===== src/rtl/ex_op_pkg.sv =====
// Operation definitions shared by the execute stage RTL and its testbench; import with ex_op_pkg::*
package ex_op_pkg;

  ////////////////////
  // Widths
  ////////////////////

  // Data path width
  localparam int XLEN  = 32;
  // Register file address width
  localparam int RF_AW = 5;
  // Opcode field width
  localparam int OP_W  = 5;

  ////////////////////
  // Opcodes
  ////////////////////

  // Codes 0 to 15 are defined, everything above is illegal
  typedef enum logic [OP_W-1:0] {
    // Single-cycle ALU ops
    OP_ADD   = 5'd0,
    OP_SUB   = 5'd1,
    OP_AND   = 5'd2,
    OP_OR    = 5'd3,
    OP_XOR   = 5'd4,
    OP_SLL   = 5'd5,
    OP_SRL   = 5'd6,
    OP_SRA   = 5'd7,
    OP_SLT   = 5'd8,
    OP_SLTU  = 5'd9,
    // Branch compares, evaluated by the ALU
    OP_BEQ   = 5'd10,
    OP_BNE   = 5'd11,
    OP_BLT   = 5'd12,
    OP_BGEU  = 5'd13,
    // Unsigned multiply, low and high word
    OP_MUL   = 5'd14,
    OP_MULHU = 5'd15
  } ex_op_e;

endpackage


===== src/rtl/ex_pipe_pkg.sv =====
// Pipeline control types for the execute stage; imported by decode, multiplier, EX/WB register, top
package ex_pipe_pkg;

  // Functional unit selected by decode
  typedef enum logic [1:0] {
    UNIT_ALU  = 2'd0,
    UNIT_MUL  = 2'd1,
    // Undefined opcode, no unit runs it
    UNIT_NONE = 2'd2
  } ex_unit_e;

  // Iterative multiplier FSM
  typedef enum logic [1:0] {
    MUL_IDLE = 2'd0,
    MUL_BUSY = 2'd1,
    MUL_DONE = 2'd2
  } mul_state_e;

  // Bits of operand b consumed per BUSY cycle
  localparam int MUL_STEP_W = 8;
  // Number of BUSY cycles for a full 32-bit operand
  localparam int MUL_STEPS  = 4;

endpackage


===== src/rtl/ex_decode.sv =====
// Execute stage opcode classifier; maps an opcode to a unit and gates unit enables by kill/halt
`timescale 1ns/1ps

module ex_decode
  import ex_op_pkg::*;
  import ex_pipe_pkg::*;
(
  input  logic     instr_valid_i,
  input  ex_op_e   op_i,
  input  logic     rf_we_i,
  input  logic     kill_i,
  input  logic     halt_i,
  output ex_unit_e unit_o,
  output logic     alu_en_o,
  output logic     mul_en_o,
  output logic     branch_o,
  output logic     illegal_o,
  output logic     rf_we_o
);

  // Instruction valid with kill and halt factored in
  logic instr_valid;

  assign instr_valid = instr_valid_i && !kill_i && !halt_i;

  ////////////////////
  // Unit select
  ////////////////////

  always_comb begin
    unit_o   = UNIT_NONE;
    branch_o = 1'b0;
    case (op_i)
      OP_ADD, OP_SUB, OP_AND, OP_OR, OP_XOR,
      OP_SLL, OP_SRL, OP_SRA, OP_SLT, OP_SLTU: begin
        unit_o = UNIT_ALU;
      end
      // Branches use the ALU comparator
      OP_BEQ, OP_BNE, OP_BLT, OP_BGEU: begin
        unit_o   = UNIT_ALU;
        branch_o = 1'b1;
      end
      OP_MUL, OP_MULHU: begin
        unit_o = UNIT_MUL;
      end
      // Codes 16 and up fall through as UNIT_NONE
      default: begin
        unit_o = UNIT_NONE;
      end
    endcase
  end

  // Illegal opcode is a classification only, the top qualifies it
  assign illegal_o = (unit_o == UNIT_NONE);

  // Gated enables, so a killed or halted multiply drops back to idle
  assign alu_en_o = (unit_o == UNIT_ALU) && instr_valid;
  assign mul_en_o = (unit_o == UNIT_MUL) && instr_valid;

  // No register write for illegal ops or branches
  assign rf_we_o = rf_we_i && !illegal_o && !branch_o;

endmodule


===== src/rtl/ex_alu.sv =====
// Single-cycle execute ALU: add/sub, logic, shifts, set-less-than and branch compares
`timescale 1ns/1ps

module ex_alu
  import ex_op_pkg::*;
(
  input  ex_op_e            op_i,
  input  logic [XLEN-1:0]   operand_a_i,
  input  logic [XLEN-1:0]   operand_b_i,
  output logic [XLEN-1:0]   result_o,
  output logic              cmp_result_o
);

  // Shared adder and comparator results
  logic [XLEN-1:0] sum;
  logic [XLEN-1:0] diff;
  logic            is_equal;
  logic            lt_signed;
  logic            lt_unsigned;
  // Shift amount, low 5 bits of operand b
  logic [4:0]      shamt;

  assign sum         = operand_a_i + operand_b_i;
  assign diff        = operand_a_i - operand_b_i;
  assign is_equal    = (operand_a_i == operand_b_i);
  assign lt_signed   = ($signed(operand_a_i) < $signed(operand_b_i));
  assign lt_unsigned = (operand_a_i < operand_b_i);
  assign shamt       = operand_b_i[4:0];

  ////////////////////
  // Result
  ////////////////////

  always_comb begin
    case (op_i)
      OP_ADD:  result_o = sum;
      OP_SUB:  result_o = diff;
      OP_AND:  result_o = operand_a_i & operand_b_i;
      OP_OR:   result_o = operand_a_i | operand_b_i;
      OP_XOR:  result_o = operand_a_i ^ operand_b_i;
      OP_SLL:  result_o = operand_a_i << shamt;
      OP_SRL:  result_o = operand_a_i >> shamt;
      OP_SRA:  result_o = XLEN'($signed(operand_a_i) >>> shamt);
      OP_SLT:  result_o = {{(XLEN-1){1'b0}}, lt_signed};
      OP_SLTU: result_o = {{(XLEN-1){1'b0}}, lt_unsigned};
      // Branches and non-ALU ops, result is never written
      default: result_o = sum;
    endcase
  end

  ////////////////////
  // Compare
  ////////////////////

  // Feeds the branch decision, also mirrors SLT/SLTU
  always_comb begin
    case (op_i)
      OP_BEQ:  cmp_result_o = is_equal;
      OP_BNE:  cmp_result_o = !is_equal;
      OP_BLT:  cmp_result_o = lt_signed;
      OP_BGEU: cmp_result_o = !lt_unsigned;
      OP_SLT:  cmp_result_o = lt_signed;
      OP_SLTU: cmp_result_o = lt_unsigned;
      default: cmp_result_o = 1'b0;
    endcase
  end

endmodule


===== src/rtl/ex_mult.sv =====
// Iterative unsigned 32x32 multiplier, 8 bits of operand b per cycle, valid/ready handshake to WB
`timescale 1ns/1ps

module ex_mult
  import ex_op_pkg::*;
  import ex_pipe_pkg::*;
(
  input  logic              clk,
  input  logic              rst_n,
  input  logic              valid_i,
  input  logic              high_i,
  input  logic [XLEN-1:0]   op_a_i,
  input  logic [XLEN-1:0]   op_b_i,
  input  logic              ready_i,
  output logic [XLEN-1:0]   result_o,
  output logic              valid_o,
  output logic              ready_o
);

  mul_state_e state_q;
  // Step counter within BUSY
  logic [$clog2(MUL_STEPS)-1:0] step_q;
  // Operand a, shifted left one step per cycle
  logic [2*XLEN-1:0] a_sh_q;
  // Operand b, shifted right one step per cycle
  logic [XLEN-1:0]   b_sh_q;
  logic [2*XLEN-1:0] acc_q;
  logic [2*XLEN-1:0] partial;

  // Current 8-bit slice of b times the aligned a
  assign partial = a_sh_q * {{(2*XLEN-MUL_STEP_W){1'b0}}, b_sh_q[MUL_STEP_W-1:0]};

  ////////////////////
  // Control FSM
  ////////////////////

  always_ff @(posedge clk or negedge rst_n) begin
    if (!rst_n) begin
      state_q <= MUL_IDLE;
      step_q  <= '0;
    end else if (!valid_i) begin
      // Kill or halt, restart from scratch
      state_q <= MUL_IDLE;
      step_q  <= '0;
    end else begin
      case (state_q)
        MUL_IDLE: begin
          state_q <= MUL_BUSY;
          step_q  <= '0;
        end
        MUL_BUSY: begin
          step_q <= step_q + 1'b1;
          if (step_q == ($clog2(MUL_STEPS))'(MUL_STEPS-1)) begin
            state_q <= MUL_DONE;
          end
        end
        MUL_DONE: begin
          // Held under back-pressure
          if (ready_i) begin
            state_q <= MUL_IDLE;
          end
        end
        default: state_q <= MUL_IDLE;
      endcase
    end
  end

  ////////////////////
  // Datapath
  ////////////////////

  always_ff @(posedge clk) begin
    if (state_q == MUL_IDLE) begin
      // Latch operands, clear the accumulator
      a_sh_q <= {{XLEN{1'b0}}, op_a_i};
      b_sh_q <= op_b_i;
      acc_q  <= '0;
    end else if (state_q == MUL_BUSY) begin
      acc_q  <= acc_q + partial;
      a_sh_q <= a_sh_q << MUL_STEP_W;
      b_sh_q <= b_sh_q >> MUL_STEP_W;
    end
  end

  // High or low word of the 64-bit product
  assign result_o = high_i ? acc_q[2*XLEN-1:XLEN] : acc_q[XLEN-1:0];
  assign valid_o  = (state_q == MUL_DONE);
  // Not ready while a multiply is in progress
  assign ready_o  = !valid_i || (state_q == MUL_DONE);

endmodule


===== src/rtl/ex_wb_reg.sv =====
// EX/WB pipeline register with result write mux, taken qualification and bubble insertion
`timescale 1ns/1ps

module ex_wb_reg
  import ex_op_pkg::*;
  import ex_pipe_pkg::*;
(
  input  logic              clk,
  input  logic              rst_n,
  input  ex_unit_e          unit_i,
  input  logic [XLEN-1:0]   alu_result_i,
  input  logic [XLEN-1:0]   mul_result_i,
  input  logic              cmp_result_i,
  input  logic              branch_i,
  input  logic              illegal_i,
  input  logic              rf_we_i,
  input  logic [RF_AW-1:0]  rf_waddr_i,
  input  logic              ex_valid_i,
  input  logic              wb_ready_i,
  output logic              wb_valid_o,
  output logic              wb_rf_we_o,
  output logic [RF_AW-1:0]  wb_rf_waddr_o,
  output logic [XLEN-1:0]   wb_rf_wdata_o,
  output logic              wb_bch_taken_o,
  output logic              wb_illegal_o
);

  logic [XLEN-1:0] rf_wdata;
  logic            bch_taken;
  logic            load;

  // Write data by unit; illegal ops never write so ALU is fine there
  always_comb begin
    case (unit_i)
      UNIT_MUL: rf_wdata = mul_result_i;
      default:  rf_wdata = alu_result_i;
    endcase
  end

  // Taken only for a branch on the ALU
  assign bch_taken = branch_i && (unit_i == UNIT_ALU) && cmp_result_i;
  assign load      = ex_valid_i && wb_ready_i;

  ////////////////////
  // Control part
  ////////////////////

  always_ff @(posedge clk or negedge rst_n) begin
    if (!rst_n) begin
      wb_valid_o     <= 1'b0;
      wb_rf_we_o     <= 1'b0;
      wb_bch_taken_o <= 1'b0;
      wb_illegal_o   <= 1'b0;
    end else if (load) begin
      wb_valid_o     <= 1'b1;
      wb_rf_we_o     <= rf_we_i;
      wb_bch_taken_o <= bch_taken;
      wb_illegal_o   <= illegal_i;
    end else if (wb_ready_i) begin
      // WB took the last entry and nothing new is here, insert bubble
      wb_valid_o <= 1'b0;
      wb_rf_we_o <= 1'b0;
    end
  end

  // Payload, only updated on a real register write
  always_ff @(posedge clk) begin
    if (load && rf_we_i) begin
      wb_rf_waddr_o <= rf_waddr_i;
      wb_rf_wdata_o <= rf_wdata;
    end
  end

endmodule


===== src/rtl/ex_stage.sv =====
// Execute stage top; connects decode, ALU, multiplier and EX/WB register, forms ex_ready/ex_valid
`timescale 1ns/1ps

module ex_stage
  import ex_op_pkg::*;
  import ex_pipe_pkg::*;
(
  input  logic              clk,
  input  logic              rst_n,
  input  logic              instr_valid_i,
  input  ex_op_e            op_i,
  input  logic [XLEN-1:0]   operand_a_i,
  input  logic [XLEN-1:0]   operand_b_i,
  input  logic              rf_we_i,
  input  logic [RF_AW-1:0]  rf_waddr_i,
  input  logic              kill_i,
  input  logic              halt_i,
  input  logic              wb_ready_i,
  output logic              ex_ready_o,
  output logic              ex_valid_o,
  output logic              branch_decision_o,
  output logic              wb_valid_o,
  output logic              wb_rf_we_o,
  output logic [RF_AW-1:0]  wb_rf_waddr_o,
  output logic [XLEN-1:0]   wb_rf_wdata_o,
  output logic              wb_bch_taken_o,
  output logic              wb_illegal_o
);

  ex_unit_e        unit;
  logic            alu_en;
  logic            mul_en;
  logic            branch;
  logic            illegal;
  logic            rf_we;
  logic            instr_valid;
  logic [XLEN-1:0] alu_result;
  logic            cmp_result;
  logic [XLEN-1:0] mul_result;
  logic            mul_valid;
  logic            mul_ready;

  assign instr_valid = instr_valid_i && !kill_i && !halt_i;

  ex_decode ex_decode_inst (
    .instr_valid_i (instr_valid_i),
    .op_i          (op_i),
    .rf_we_i       (rf_we_i),
    .kill_i        (kill_i),
    .halt_i        (halt_i),
    .unit_o        (unit),
    .alu_en_o      (alu_en),
    .mul_en_o      (mul_en),
    .branch_o      (branch),
    .illegal_o     (illegal),
    .rf_we_o       (rf_we)
  );

  ex_alu ex_alu_inst (
    .op_i         (op_i),
    .operand_a_i  (operand_a_i),
    .operand_b_i  (operand_b_i),
    .result_o     (alu_result),
    .cmp_result_o (cmp_result)
  );

  // Downstream ready of the multiplier is WB
  ex_mult ex_mult_inst (
    .clk      (clk),
    .rst_n    (rst_n),
    .valid_i  (mul_en),
    .high_i   (op_i == OP_MULHU),
    .op_a_i   (operand_a_i),
    .op_b_i   (operand_b_i),
    .ready_i  (wb_ready_i),
    .result_o (mul_result),
    .valid_o  (mul_valid),
    .ready_o  (mul_ready)
  );

  ex_wb_reg ex_wb_reg_inst (
    .clk            (clk),
    .rst_n          (rst_n),
    .unit_i         (unit),
    .alu_result_i   (alu_result),
    .mul_result_i   (mul_result),
    .cmp_result_i   (cmp_result),
    .branch_i       (branch),
    .illegal_i      (illegal),
    .rf_we_i        (rf_we),
    .rf_waddr_i     (rf_waddr_i),
    .ex_valid_i     (ex_valid_o),
    .wb_ready_i     (wb_ready_i),
    .wb_valid_o     (wb_valid_o),
    .wb_rf_we_o     (wb_rf_we_o),
    .wb_rf_waddr_o  (wb_rf_waddr_o),
    .wb_rf_wdata_o  (wb_rf_wdata_o),
    .wb_bch_taken_o (wb_bch_taken_o),
    .wb_illegal_o   (wb_illegal_o)
  );

  // Straight from the comparator
  assign branch_decision_o = cmp_result;

  // Kill always consumes, halt always blocks
  assign ex_ready_o = kill_i || (mul_ready && wb_ready_i && !halt_i);

  // ALU and illegal ops are valid at once, multiply waits for DONE
  assign ex_valid_o = alu_en || (mul_en && mul_valid) || (illegal && instr_valid);

endmodule


===== config.mk =====
export PLATFORM = sky130hd
export DESIGN_NAME = ex_stage
export DESIGN_NICKNAME = d
export VERILOG_FILES = /design/src/rtl/ex_op_pkg.sv /design/src/rtl/ex_pipe_pkg.sv /design/src/rtl/ex_decode.sv /design/src/rtl/ex_alu.sv /design/src/rtl/ex_mult.sv /design/src/rtl/ex_wb_reg.sv /design/src/rtl/ex_stage.sv
export SDC_FILE = /design/constraint.sdc
export NUM_CORES = 2
export LEC_CHECK = 0
export BUFFER_PORTS_ARGS = -buffer_cell sky130_fd_sc_hd__buf_4
export CORE_MARGIN = 8
export CORE_UTILIZATION = 28
export DETAILED_ROUTE_END_ITERATION = 16
export PLACE_DENSITY = 0.48
export SLEW_MARGIN = 20
export SYNTH_ARGS = -nofsm -noshare
export SYNTH_HDL_FRONTEND = slang
export SYNTH_SLANG_ARGS = --single-unit

===== constraint.sdc =====
create_clock -name clk -period 7.5 [get_ports clk]
set_input_delay 0 -clock clk [delete_from_list [all_inputs] [get_ports clk]]
set_output_delay 0 -clock clk [all_outputs]
set_load 0.02 [all_outputs]

==> metrics <==
Switching Share 0.476; vias in the first global route 30000; fraction of the yosys area taken by sequential cells 0.154; static leakage 0.0165 uW; worst hold path type in2reg; DIE HEIGHT 362 um; final layout net count 4651; CP cell instances buf_4, and2_1, fa_1, fa_1, fa_1, inv_1, fa_1, inv_1, ha_1, a21oi_1, o211ai_1, a21o_1, o21ai_0, a31oi_1, or3b_1, a31oi_1, xor2_1, o22ai_1; final number of setup-violating endpoints 0; Longest Clk Path Bufs 3; Die Width 362 um; clock root buffer master sky130_fd_sc_hd__clkbuf_16; Routed Wire Length 134000 um; Total Negative Setup Slacks 0 ps; kind of start point of the critical path flop; CTS tree built; area of the die 131000 um2; worst hold-check slack 89.9 ps; data arrival time of the worst path 6870 ps; Max-Cap Viols 0; ys flop type sky130_fd_sc_hd__edfxtp_1; detail-routed via count per cell 5.29; Crit path buffers/inverters 3; number of setup buffers added after CTS 0; first-pass iteration count of the detailed router 6; critical path's most frequent cell sky130_fd_sc_hd__fa_1; overflow left after global routing 0; worst slew slack as a fraction of its limit 0.266; final-report max-slew violation count 0; sequential cell area 5160 um2; CTS Hold Buffers Added 74; crit-path max FO 27; sequential cell fraction of total power 0.177; # resized after CTS 0; slew at the pin closest to its max-slew limit 1100 ps; outcome completed; sink count of the clock tree 205; internal power 3770 uW; initial cell density of the core 0.281; net switching component of the power 3420 uW; Syn Area/Cell 8.47 um2; number of enable-type register cells in the synthesized netlist 101; post-synth net total 4614; Worst Slack Setup Final 1120 ps; Final Hold Violating Endpoints 0; clock transition time at the flip-flop clock pins of the worst setup and hold paths 60 ps; Clk Latency, worst-skew pair 650 ps; power share of the combinational group 0.600; fraction of layout instances using a drive strength above 1 0.0915; final clock period utilization by the worst path 0.851; DRC violation count after routing 0; number of standard cells after synthesis 3950; kind of end point of the critical path flop; PD cells 191 nW/um2; largest delay contributor family on the critical path adder cells; Clock Skew 37.2 ps; Clock power frac 0.223; synthesis-to-layout area growth 12.4%; minimum setup slack after placement 1180 ps; start-to-end type of the worst setup path reg2reg; setup repair after global routing missed its margin false; Routed Antenna Nets 0; largest net degree at the start of global routing 79; yosys synthesis warning count 0; Netlist Area Pre-Place 33400 um2; largest incremental delay on the critical path 1010 ps; Worst VDD drop 0.218 mV; number of flip-flops and latches in the synthesized netlist 205; top achievable clock speed 157 MHz; largest cells by area after synthesis sky130_fd_sc_hd__fa_1 25%, sky130_fd_sc_hd__edfxtp_1 9.1%, sky130_fd_sc_hd__inv_1 6.5%; total vias in the final route 29500; share of flip-flops with an asynchronous set or reset 0.0390; First DRT Iteration DRCs 2294; Max stage delay cell, worst path sky130_fd_sc_hd__edfxtp_1; number of cell rows 127; DP Wirelength 104000 um; overall track demand over capacity in global routing 0.200; H-tree level count 1; number of antenna violations at the first check in global routing 11; number of buffers added on ports 124; largest area contributor in the netlist sky130_fd_sc_hd__fa_1; count of unique library cells instantiated by Yosys 96; area of the multi-input gates 25100 um2; Wirelength per Cell 24.1 um; critical path required time 7990 ps; share of the synthesized area in the top cell type 0.247; total core area 119000 um2; fill cell total of the finished layout 12700; IO Count 125; wire length of the first global-routing pass 201000 um; number of buffers created by CTS 31; Min Clock Period, post-route 6380 ps; routability congestion estimate 0.937
-- path summary, 6_finish.rpt --
| kind | depth (start not counted) | to | slack, ps | startpoint |
|---|---|---|---|---|
| min reg2reg | 2 | ex_mult_inst.acc_q[7]$_SDFFE_PP0P_ | 470 | ex_mult_inst.acc_q[7]$_SDFFE_PP0P_ |
| min in group asynchronous | 3 | ex_wb_reg_inst.wb_illegal_o$_DFFE_PN0P_ | 420 | rst_n |
| max reg2reg | 18 | ex_mult_inst.acc_q[59]$_SDFFE_PP0P_ | 1120 | ex_mult_inst.b_sh_q[2]$_DFFE_PP_ |
| max in group asynchronous | 3 | ex_mult_inst.state_q[1]$_DFFE_PN0P_ | 6650 | rst_n |
| min | 2 | ex_wb_reg_inst.wb_rf_waddr_o[0]$_DFFE_PP_ | 90 | rf_waddr_i[0] |
| max | 18 | ex_mult_inst.acc_q[59]$_SDFFE_PP0P_ | 1120 | ex_mult_inst.b_sh_q[2]$_DFFE_PP_ |
-- cell usage after synthesis (36+ instances only) --
master,count
sky130_fd_sc_hd__edfxtp_1,101
sky130_fd_sc_hd__inv_1,580
sky130_fd_sc_hd__a211oi_1,45
sky130_fd_sc_hd__o21ai_0,177
sky130_fd_sc_hd__dfxtp_1,96
sky130_fd_sc_hd__a21oi_1,194
sky130_fd_sc_hd__o22ai_1,66
sky130_fd_sc_hd__xnor2_1,54
sky130_fd_sc_hd__nor3_1,65
sky130_fd_sc_hd__nand2_1,420
sky130_fd_sc_hd__and2_1,345
sky130_fd_sc_hd__nand3_1,55
sky130_fd_sc_hd__o211ai_1,36
sky130_fd_sc_hd__a21o_1,41
sky130_fd_sc_hd__clkbuf_1,183
sky130_fd_sc_hd__ha_1,171
sky130_fd_sc_hd__mux2_2,65
sky130_fd_sc_hd__fa_1,412
sky130_fd_sc_hd__mux2i_1,79
sky130_fd_sc_hd__nor2_1,193
-- flip-flops by register name, summed over array words and instances, names as in the netlist --
register / count
ex_wb_reg_inst.wb_illegal_o: 1
ex_wb_reg_inst.wb_rf_wdata_o: 32
ex_mult_inst.state_q: 2
ex_mult_inst.b_sh_q: 32
ex_mult_inst.acc_q: 64
ex_wb_reg_inst.wb_bch_taken_o: 1
ex_wb_reg_inst.wb_rf_waddr_o: 5
ex_mult_inst.a_sh_q: 64
ex_mult_inst.step_q: 2
ex_wb_reg_inst.wb_rf_we_o: 1
ex_wb_reg_inst.wb_valid_o: 1
-- layer usage --
layer / up-vias / part of all wire / global-route usage / wire, um
li1: 13300 / - / - / -
met1: 15000 / 0.45 / 0.275 / 60100
met2: 986 / 0.45 / 0.324 / 60800
met3: 198 / 0.064 / 0.0311 / 8540
met4: 6 / 0.033 / 0.0615 / 4470
met5: - / 0.00026 / 0 / 35
-- final cells by class --
cell class / instances / share of cell area
multi-input cells: 2918 / 0.669
flip-flops and latches: 205 / 0.137
inverters: 584 / 0.0584
repair buffers: 247 / 0.0546
well taps: 1548 / 0.0515
clock buffers: 40 / 0.0238
clock inverters: 18 / 0.00516
diodes: 4 / 0.000266
-- per-stage QoR --
| step | cell area [um2] | total power [uW] | utilization | cells |
|---|---|---|---|---|
| after floorplan | 33400 | 4270 | - | 3950 |
| after global placement | 35700 | 5530 | 0.300 | 5428 |
| after detailed placement | 35800 | 5500 | 0.300 | 5428 |
| after CTS | 37600 | 7200 | 0.315 | 5560 |
| after global routing | 37600 | 7710 | 0.315 | 5560 |
| final | 37600 | 7190 | 0.315 | 5564 |
-- cell families (layout without fill, tap and decap cells) --
kind of cell / after synthesis / after routing / share of synthesized area
muxes: 179 / 179 / 0.0689
DFF: 205 / 205 / 0.154
and+or+nand+nor: 1236 / 1236 / 0.183
buffers and inverters: 827 / 889 / 0.0955
other: 0 / 4 / 0
xor gates and xnor gates: 83 / 83 / 0.0217
AOI/OAI and AO/OA: 837 / 837 / 0.166
adders and majority gates: 583 / 583 / 0.311
-- cell usage in the layout (no fill, tap or decap), types with 19 or more instances in the layout --
master	netlist	routed
sky130_fd_sc_hd__nor3_1	65	64
sky130_fd_sc_hd__nand3_1	55	55
sky130_fd_sc_hd__nand2_1	420	418
sky130_fd_sc_hd__dlygate4sd3_1	0	74
sky130_fd_sc_hd__mux2i_1	79	79
sky130_fd_sc_hd__xor2_1	29	29
sky130_fd_sc_hd__nor2b_1	21	21
sky130_fd_sc_hd__ha_1	171	171
sky130_fd_sc_hd__o31ai_1	20	20
sky130_fd_sc_hd__a21o_1	41	41
sky130_fd_sc_hd__clkbuf_16	0	34
sky130_fd_sc_hd__fa_1	412	412
sky130_fd_sc_hd__and2_1	345	346
sky130_fd_sc_hd__mux4_2	34	34
sky130_fd_sc_hd__a21oi_1	194	194
sky130_fd_sc_hd__o21ai_0	177	177
sky130_fd_sc_hd__a31oi_1	21	21
sky130_fd_sc_hd__buf_4	6	172
sky130_fd_sc_hd__edfxtp_1	101	101
sky130_fd_sc_hd__nand2b_1	20	20
sky130_fd_sc_hd__dfxtp_1	96	96
sky130_fd_sc_hd__inv_1	580	579
sky130_fd_sc_hd__nor2_1	193	190
sky130_fd_sc_hd__nand4_1	19	19
sky130_fd_sc_hd__nor4_1	20	20
sky130_fd_sc_hd__or3_1	19	19
sky130_fd_sc_hd__o211a_1	20	20
sky130_fd_sc_hd__o211ai_1	36	36
sky130_fd_sc_hd__mux2_2	65	65
sky130_fd_sc_hd__xnor2_1	54	54
sky130_fd_sc_hd__a211oi_1	45	44
sky130_fd_sc_hd__o22ai_1	66	66
sky130_fd_sc_hd__a221oi_1	25	25
-- power groups by stage --
stage               Combinational, uW  Sequential (uW)  Clock (uW)
floorplan                        3010             1260           0
global placement                 4240             1290           0
detailed placement               4210             1290           0
CTS                              4270             1270        1660
global route                     4750             1270        1690
finish                           4320             1270        1600
Note: power is estimated with default switching activity, not from simulation.
